===== config.mk =====
export PLATFORM = sky130hd
export DESIGN_NAME = u712Top
export DESIGN_NICKNAME = d
export VERILOG_FILES = /design/src/u712Pkg.sv /design/src/laneDecode.sv /design/src/registerCycle.sv /design/src/ramCycle.sv /design/src/transferAck.sv /design/src/u712Top.sv
export SDC_FILE = /design/constraint.sdc
export NUM_CORES = 1
export LEC_CHECK = 0
export ABC_AREA = 1
export ABC_CLOCK_PERIOD_IN_PS = 5100
export BUFFER_PORTS_ARGS = -buffer_cell sky130_fd_sc_hd__buf_2
export CAP_MARGIN = 20
export CORE_ASPECT_RATIO = 0.9
export CORE_MARGIN = 4
export CORE_UTILIZATION = 55
export CTS_BUF_LIST = sky130_fd_sc_hd__clkbuf_4 sky130_fd_sc_hd__clkbuf_8 sky130_fd_sc_hd__clkbuf_16
export DETAILED_ROUTE_END_ITERATION = 8
export GPL_TIMING_DRIVEN = 0
export HOLD_SLACK_MARGIN = 0.1
export PLACE_DENSITY = 0.79
export SLEW_MARGIN = 20
export SYNTH_ARGS = -nofsm -noshare
export SYNTH_HDL_FRONTEND = slang
export SYNTH_SLANG_ARGS = --single-unit

===== constraint.sdc =====
create_clock -name clk40 -period 5.1 [get_ports clk40]
set_input_delay 0.765 -clock clk40 [delete_from_list [all_inputs] [get_ports clk40]]
set_output_delay 0.765 -clock clk40 [all_outputs]
set_load 0.03 [all_outputs]

===== src/u712Pkg.sv =====
////////////////////////////////////////////////////////////
// Shared types and timing for the 68040 chip bus glue
// Holds the transfer size encoding, the CPU request, the
// 68000-style strobe group and the chip RAM control group
// Import with u712Pkg::* in the module header
////////////////////////////////////////////////////////////

package u712Pkg;

    ////////////////////////////////////////////////////////////
    // Widths
    ////////////////////////////////////////////////////////////

    // CPU address reaching the glue, A20..A0
    localparam int ADDR_W = 21;
    // Multiplexed DRAM address
    localparam int MA_W = 11;
    // Row split point in the CPU address
    localparam int ROW_LSB = 11;
    // Column is A10..A1, one word per step
    localparam int COL_W = ROW_LSB - 1;
    localparam int LANES = 4;

    ////////////////////////////////////////////////////////////
    // Timing in clk40 cycles
    ////////////////////////////////////////////////////////////

    // Strobes held this long once the chipset grant is seen
    localparam int REG_HOLD_CYCLES = 6;
    localparam int RAS_TO_CAS = 2;
    localparam int CAS_TO_DONE = 2;
    // Longwords in one 16 byte line
    localparam int LINE_BEATS = 4;
    // Column step per line beat, two words per longword
    localparam int COL_STEP = 2;

    // Counter widths
    localparam int HOLD_W = $clog2(REG_HOLD_CYCLES);
    localparam int DLY_W = $clog2(RAS_TO_CAS > CAS_TO_DONE ? RAS_TO_CAS : CAS_TO_DONE) + 1;
    localparam int BEAT_W = $clog2(LINE_BEATS + 1);

    ////////////////////////////////////////////////////////////
    // Types
    ////////////////////////////////////////////////////////////

    // SIZ1:SIZ0 as driven by the 68040
    typedef enum logic [1:0] {
        SIZE_LONG = 2'b00,
        SIZE_BYTE = 2'b01,
        SIZE_WORD = 2'b10,
        SIZE_LINE = 2'b11
    } sizeT;

    // One CPU transfer, stable from tsN to the last taN
    typedef struct packed {
        logic [ADDR_W-1:0] addr;
        sizeT              siz;
        logic              rnw;
    } cpuReqT;

    // 68000-style register cycle strobes
    typedef struct packed {
        logic asN;
        logic udsN;
        logic ldsN;
        logic rwN;
    } busStrobeT;

    // Chip RAM control, casN[3] is lane 0
    typedef struct packed {
        logic             rasN;
        logic [LANES-1:0] casN;
        logic             weN;
        logic [MA_W-1:0]  ma;
    } dramCtlT;

    // Idle values, all strobes high and rwN at read
    localparam busStrobeT STROBE_IDLE = '{asN: 1'b1, udsN: 1'b1, ldsN: 1'b1, rwN: 1'b1};
    localparam dramCtlT DRAM_IDLE = '{rasN: 1'b1, casN: '1, weN: 1'b1, ma: '0};

endpackage


===== src/laneDecode.sv =====
////////////////////////////////////////////////////////////
// Byte lane decode for 68040 transfers
// Turns size and A1..A0 into four active-low lane enables
// Bit 3 is lane 0, the most significant byte D31..D24
////////////////////////////////////////////////////////////

`timescale 1ns/1ps

module laneDecode import u712Pkg::*; (
    input  sizeT             siz,
    input  logic [1:0]       addrLow,
    output logic [LANES-1:0] laneEnN
);

    // One-hot lane pick, lane 0 in the top bit
    logic [LANES-1:0] byteSel;
    // Upper or lower half of the longword
    logic [LANES-1:0] wordSel;

    assign byteSel = 4'b1000 >> addrLow;
    assign wordSel = addrLow[1] ? 4'b0011 : 4'b1100;

    always_comb begin
        case (siz)
            SIZE_BYTE: begin
                laneEnN = ~byteSel;
            end
            SIZE_WORD: begin
                // A0 ignored, words are aligned
                laneEnN = ~wordSel;
            end
            SIZE_LONG,
            SIZE_LINE: begin
                laneEnN = '0;
            end
            default: begin
                laneEnN = '1;
            end
        endcase
    end

endmodule


===== src/registerCycle.sv =====
////////////////////////////////////////////////////////////
// Chipset register cycle engine
// Starts on start, drives 68000-style AS/UDS/LDS/RW to the
// chipset, waits for the bus grant dbrN, holds the strobes
// a fixed count and then pulses regDone for one cycle
////////////////////////////////////////////////////////////

`timescale 1ns/1ps

module registerCycle import u712Pkg::*; (
    input  logic             clk40,
    input  logic             rstN,
    input  logic             start,
    input  logic             rnw,
    input  logic [LANES-1:0] laneEnN,
    input  logic             dbrN,
    output busStrobeT        busStrobe,
    output logic             regDone
);

    typedef enum logic [1:0] {
        IDLE,
        WAIT_GRANT,
        HOLD
    } regStateT;

    regStateT state;
    logic [HOLD_W-1:0] holdCnt;

    // 16 bit chipset bus strobes from the lane pair
    logic udsSelN;
    logic ldsSelN;

    ////////////////////////////////////////////////////////////
    // Lane to data strobe mapping
    ////////////////////////////////////////////////////////////

    // Even lanes land on D15..D8
    assign udsSelN = laneEnN[3] & laneEnN[1];
    // Odd lanes on D7..D0
    assign ldsSelN = laneEnN[2] & laneEnN[0];

    ////////////////////////////////////////////////////////////
    // Cycle FSM
    ////////////////////////////////////////////////////////////

    always_ff @(posedge clk40 or negedge rstN) begin
        if (!rstN) begin
            state     <= IDLE;
            holdCnt   <= '0;
            busStrobe <= STROBE_IDLE;
            regDone   <= 1'b0;
        end else begin
            // Done is a single cycle pulse
            regDone <= 1'b0;
            case (state)
                IDLE: begin
                    if (start) begin
                        state          <= WAIT_GRANT;
                        busStrobe.asN  <= 1'b0;
                        busStrobe.udsN <= udsSelN;
                        busStrobe.ldsN <= ldsSelN;
                        busStrobe.rwN  <= rnw;
                    end
                end
                WAIT_GRANT: begin
                    // Chipset owns the bus until dbrN drops
                    if (!dbrN) begin
                        state   <= HOLD;
                        holdCnt <= HOLD_W'(REG_HOLD_CYCLES - 1);
                    end
                end
                HOLD: begin
                    if (holdCnt == '0) begin
                        // Release strobes with the done pulse
                        state     <= IDLE;
                        busStrobe <= STROBE_IDLE;
                        regDone   <= 1'b1;
                    end else begin
                        holdCnt <= holdCnt - 1'b1;
                    end
                end
                default: begin
                    state     <= IDLE;
                    busStrobe <= STROBE_IDLE;
                end
            endcase
        end
    end

endmodule


===== src/ramCycle.sv =====
////////////////////////////////////////////////////////////
// Chip RAM cycle engine
// Sequences RAS, CAS and WE with a row/column multiplexed
// address. Single transfers give one beat, line transfers
// give four beats with a one cycle CAS precharge between
////////////////////////////////////////////////////////////

`timescale 1ns/1ps

module ramCycle import u712Pkg::*; (
    input  logic             clk40,
    input  logic             rstN,
    input  logic             start,
    input  cpuReqT           req,
    input  logic [LANES-1:0] laneEnN,
    output dramCtlT          dramCtl,
    output logic             ramDone,
    output logic             ramLast
);

    typedef enum logic [1:0] {
        IDLE,
        ROW_ACTIVE,
        COL_ACTIVE,
        PRECHARGE
    } ramStateT;

    ramStateT state;
    logic [DLY_W-1:0]  delayCnt;
    logic [BEAT_W-1:0] beatsLeft;
    logic [COL_W-1:0]  colAddr;

    logic [MA_W-1:0] rowMa;
    logic [MA_W-1:0] colMa;
    logic beatEnd;
    logic finalBeat;

    ////////////////////////////////////////////////////////////
    // Address split
    ////////////////////////////////////////////////////////////

    // Row is A20..A11, zero extended
    assign rowMa = {1'b0, req.addr[ADDR_W-1:ROW_LSB]};
    assign colMa = {1'b0, colAddr};

    assign beatEnd = (state == COL_ACTIVE) && (delayCnt == '0);
    assign finalBeat = (beatsLeft == BEAT_W'(1));

    // Column pointer, loaded at start and stepped per beat
    always_ff @(posedge clk40) begin
        if (state == IDLE && start) begin
            colAddr <= req.addr[ROW_LSB-1:1];
        end else if (beatEnd && !finalBeat) begin
            colAddr <= colAddr + COL_W'(COL_STEP);
        end
    end

    ////////////////////////////////////////////////////////////
    // DRAM FSM
    ////////////////////////////////////////////////////////////

    always_ff @(posedge clk40 or negedge rstN) begin
        if (!rstN) begin
            state     <= IDLE;
            delayCnt  <= '0;
            beatsLeft <= '0;
            dramCtl   <= DRAM_IDLE;
            ramDone   <= 1'b0;
            ramLast   <= 1'b0;
        end else begin
            ramDone <= 1'b0;
            ramLast <= 1'b0;
            case (state)
                IDLE: begin
                    if (start) begin
                        // Open the row, WE follows direction
                        state        <= ROW_ACTIVE;
                        delayCnt     <= DLY_W'(RAS_TO_CAS - 1);
                        beatsLeft    <= (req.siz == SIZE_LINE) ? BEAT_W'(LINE_BEATS)
                                                               : BEAT_W'(1);
                        dramCtl.rasN <= 1'b0;
                        dramCtl.weN  <= req.rnw;
                        dramCtl.ma   <= rowMa;
                    end
                end
                ROW_ACTIVE: begin
                    if (delayCnt == '0) begin
                        state        <= COL_ACTIVE;
                        delayCnt     <= DLY_W'(CAS_TO_DONE - 1);
                        dramCtl.casN <= laneEnN;
                        dramCtl.ma   <= colMa;
                    end else begin
                        delayCnt <= delayCnt - 1'b1;
                    end
                end
                COL_ACTIVE: begin
                    if (delayCnt == '0) begin
                        ramDone      <= 1'b1;
                        beatsLeft    <= beatsLeft - 1'b1;
                        dramCtl.casN <= '1;
                        if (finalBeat) begin
                            // Close the row with the last beat
                            state   <= IDLE;
                            ramLast <= 1'b1;
                            dramCtl <= DRAM_IDLE;
                        end else begin
                            state <= PRECHARGE;
                        end
                    end else begin
                        delayCnt <= delayCnt - 1'b1;
                    end
                end
                PRECHARGE: begin
                    // One cycle CAS high, row stays open
                    state        <= COL_ACTIVE;
                    delayCnt     <= DLY_W'(CAS_TO_DONE - 1);
                    dramCtl.casN <= laneEnN;
                    dramCtl.ma   <= colMa;
                end
                default: begin
                    state   <= IDLE;
                    dramCtl <= DRAM_IDLE;
                end
            endcase
        end
    end

endmodule


===== src/transferAck.sv =====
////////////////////////////////////////////////////////////
// 68040 transfer acknowledge merge
// One registered taN from both engines' done pulses, with
// tbiN to stop bursting on chipset register cycles
////////////////////////////////////////////////////////////

`timescale 1ns/1ps

module transferAck (
    input  logic clk40,
    input  logic rstN,
    input  logic regDone,
    input  logic ramDone,
    output logic taN,
    output logic tbiN
);

    // Any engine finishing a beat
    logic anyDone;

    assign anyDone = regDone | ramDone;

    ////////////////////////////////////////////////////////////
    // Registered acknowledge
    ////////////////////////////////////////////////////////////

    // Engines never finish in the same cycle
    always_ff @(posedge clk40 or negedge rstN) begin
        if (!rstN) begin
            taN <= 1'b1;
        end else begin
            // Low for exactly one cycle per done pulse
            taN <= ~anyDone;
        end
    end

    // Burst inhibit rides along with register acks only
    always_ff @(posedge clk40 or negedge rstN) begin
        if (!rstN) begin
            tbiN <= 1'b1;
        end else begin
            tbiN <= ~regDone;
        end
    end

endmodule


===== src/u712Top.sv =====
////////////////////////////////////////////////////////////
// 68040 to chipset bus glue, top level
// Decodes lanes, runs the register and chip RAM engines and
// merges their completions into taN and tbiN
////////////////////////////////////////////////////////////

`timescale 1ns/1ps

module u712Top import u712Pkg::*; (
    input  logic             clk40,
    input  logic             rstN,
    input  logic             tsN,
    input  logic             regSpaceN,
    input  logic             ramSpaceN,
    input  logic             dbrN,
    input  cpuReqT           cpuReq,
    output logic             taN,
    output logic             tbiN,
    output busStrobeT        busStrobe,
    output dramCtlT          dramCtl,
    output logic [LANES-1:0] laneEnN
);

    logic regStart;
    logic ramStart;
    logic regDone;
    logic ramDone;
    // Marks the end of a RAM transfer for protocol checks
    logic ramLast;

    // Exactly one space select must be low
    assign regStart = !tsN && !regSpaceN && ramSpaceN;
    assign ramStart = !tsN && !ramSpaceN && regSpaceN;

    ////////////////////////////////////////////////////////////
    // Blocks
    ////////////////////////////////////////////////////////////

    laneDecode laneDecode_i (
        .siz     (cpuReq.siz),
        .addrLow (cpuReq.addr[1:0]),
        .laneEnN (laneEnN)
    );

    registerCycle registerCycle_i (
        .clk40     (clk40),
        .rstN      (rstN),
        .start     (regStart),
        .rnw       (cpuReq.rnw),
        .laneEnN   (laneEnN),
        .dbrN      (dbrN),
        .busStrobe (busStrobe),
        .regDone   (regDone)
    );

    ramCycle ramCycle_i (
        .clk40   (clk40),
        .rstN    (rstN),
        .start   (ramStart),
        .req     (cpuReq),
        .laneEnN (laneEnN),
        .dramCtl (dramCtl),
        .ramDone (ramDone),
        .ramLast (ramLast)
    );

    transferAck transferAck_i (
        .clk40   (clk40),
        .rstN    (rstN),
        .regDone (regDone),
        .ramDone (ramDone),
        .taN     (taN),
        .tbiN    (tbiN)
    );

endmodule


==> metrics.txt <==
status=finished clean; Routed met3 length=253 um; Wirelength per Cell=12.0 um; FF+latch count, synth=46; Post-CTS Setup Bufs=0; synth unique cells=35; min setup slack post-route=2.81 ns; # resized after CTS=0; clk slew on worst S/H paths=0.09 ns; Gate Count Post-Synth=342; synth warn=0; type of origin of the critical path=primary input; dpl hpwl=4.37 mm; Core ar.=4600 um^2; final hold vios=0; CP endpoint kind=primary output; max frequency=0.436 GHz; PD cells=598 nW/um^2; Crit path arrival time=1.53 ns; layout cells sized above 1=24.0%; Worst Clk Skew=0.00919 ns; RSZ-0062 raised after global routing=no; die width=81.8 um; Leak=1.71 nW; Nets=448; initial antenna violation count=0; Tot GR Track Use=20.1%; Pint=1.02 mW; RR Endpoint=ramCycle_i.colAddr[9]$_DFFE_PP_; WS Path Type=in -> out; Sw Ratio=46.2%; top-level I/O count=57; clock buffer depth=2; RD Place Congestion=0.881; netlist area before placement=2700 um^2; Worst Path Required=4.34 ns; worst setup path end=laneEnN[1]; IO buf count=55; top sig layer=met4; combinational share of power=53.1%; crit path launch=cpuReq[4]; Total Power=1.89 mW; maxcap violations=0; FF-to-FF setup slack=3.16 ns; Final Instance Area=3160 um^2; clock root buffer=clkbuf_8; DP Area=3050 um^2; Seq/Total Area, Yosys=45.1%; reg2reg path depth=7; largest net degree at the start of global routing=37; diode count=0; DR vias=2304; Least-Margin Pin Slew=0.753 ns; FP Rows=23; Met2 Wirelength=2.53 mm; drt pass-1 iters=4; Die Ht=74.5 um; clk sinks=46; Psw=873 uW; first-pass GRT wire length=9.50 mm; final wirelength=5.58 mm; vias in the first global route=2184; DR vias/cell=4.93; Area Growth Syn to Fin=17.1%; Die Area=6090 um^2; Fin Setup TNS=0 ns; slew margin rel.=49.8%; fin util=68.6%; Synth Area per Inst=7.89 um^2; net count after synthesis=386; wire length on met1=2.73 mm; worst reg2reg path startpoint=ramCycle_i.state[1]$_DFFE_PN0P_; dpl ws=2.80 ns; Peak VDD IR=0.325 mV; # hold bufs at CTS=0; TritonCTS Buffers=5; filler instances=412; DRT iter0 DRCs=101; clk_lat worst skew=0.30 ns; fin crit period=2.29 ns; Reg power frac=33.3%; post-route ant nets=0; Worst Hold Class=reg -> reg; grt total ovfl=0; drt drc=0; initial core utilization=58.6%; max-slew violation count=0; worst-path maximum fanout=4; # setup viols final=0; final cycle utilization of the critical path=45.0%; CTS tree=yes; CTS H-tree lvls=2; power share of the clock group=13.5%
[layer usage]
metal,GRT usage [%],up-vias
li1,-,1201
met1,27.8,1048
met2,31.6,47
met3,4.00,8
met4,7.20,0
met5,0,-
[worst max-delay path, cell delays in order]
cell     delay, ns
buf_2         0.12
inv_1         0.11
nand3_1       0.08
nand2_1       0.07
o21ai_0       0.13
inv_1         0.07
buf_2         0.19
[cells in the final DEF, fill, tap and decap left out, types with 10 or more instances in the layout]
cell and n:
edfxtp_1 10, ha_1 14, buf_2 57, nand3_1 28, nand2_1 128, dfstp_2 12, dfrtp_1 24, o21ai_0 26
nor2_1 14, inv_1 41
[synth_stat cells (all sizes together)]
master	instances	share of area [%]
o22ai	1	0.23
dfrtp	24	22
a21oi	4	1.3
a21boi	4	1.1
nand3b	2	0.56
xnor2	1	0.32
xor2	3	0.97
nand3	30	5.9
conb	1	0.14
nor2	17	3.0
inv	42	6.0
or2	1	0.23
clkbuf	1	0.19
nand4	2	0.46
buf	8	2.5
o21a	1	0.28
o21ai	32	6.1
o21bai	1	0.28
ha	14	6.5
dfstp	12	12
nand2	131	19
edfxtp	10	11
[worst min path at each step]
stage,start,endpoint,slack [ns],depth (start not counted)
floorplan,ramCycle_i.ramDone$_DFF_PN0_,transferAck_i.taN$_DFF_PN1_,0.34,1
global placement,ramCycle_i.ramDone$_DFF_PN0_,transferAck_i.taN$_DFF_PN1_,0.35,1
detailed placement,ramCycle_i.ramDone$_DFF_PN0_,transferAck_i.taN$_DFF_PN1_,0.37,1
CTS,ramCycle_i.ramDone$_DFF_PN0_,transferAck_i.taN$_DFF_PN1_,0.38,1
global route,ramCycle_i.ramDone$_DFF_PN0_,transferAck_i.taN$_DFF_PN1_,0.39,1
finish,ramCycle_i.ramDone$_DFF_PN0_,transferAck_i.taN$_DFF_PN1_,0.37,1
[registers in the layout (all words and copies together) (netlist names), 2 cells and up]
register                   cells
ramCycle_i.beatsLeft           3
ramCycle_i.colAddr            10
ramCycle_i.delayCnt            2
ramCycle_i.dramCtl            16
ramCycle_i.state               2
registerCycle_i.busStrobe      4
registerCycle_i.holdCnt        3
registerCycle_i.state          2
[layout make-up]
class / instances / area, um^2 / area share, %
clock inverters: 1 / 7.51 / 0.238
multi-input cells: 245 / 1250 / 39.5
repair buffers: 55 / 275 / 8.71
clock buffers: 7 / 101 / 3.21
inverters: 42 / 163 / 5.15
well taps: 62 / 77.6 / 2.45
plain buffers: 9 / 71.3 / 2.26
flip-flops and latches: 46 / 1220 / 38.5
[power by group through the flow]
stage | registers [mW] | logic (mW) | clock network [mW]
floorplan | 0.783 | 0.611 | 0
detailed placement | 0.636 | 1.01 | 0
global route | 0.648 | 1.13 | 0.275
CTS | 0.630 | 1.01 | 0.262
finish | 0.630 | 1.00 | 0.256
global placement | 0.632 | 0.974 | 0
[through the flow]
| stage | hold WS [ns] | instances |
|---|---|---|
| floorplan | 0.344 | 342 |
| detailed placement | 0.365 | 459 |
| CTS | 0.375 | 467 |
| finish | 0.373 | 467 |
| global route | 0.386 | 467 |
| global placement | 0.349 | 459 |
[kinds of logic after synthesis]
group,count (synthesis),share of synthesized area (%)
and+or+nand+nor,183,29.1
xor gates and xnor gates,4,1.30
DFF,46,45.1
other,1,0.139
adders and majority gates,14,6.49
AOI/OAI and AO/OA,43,9.27
buffers and inverters,51,8.67
No activity file was read; power rests on OpenSTA's default activity.
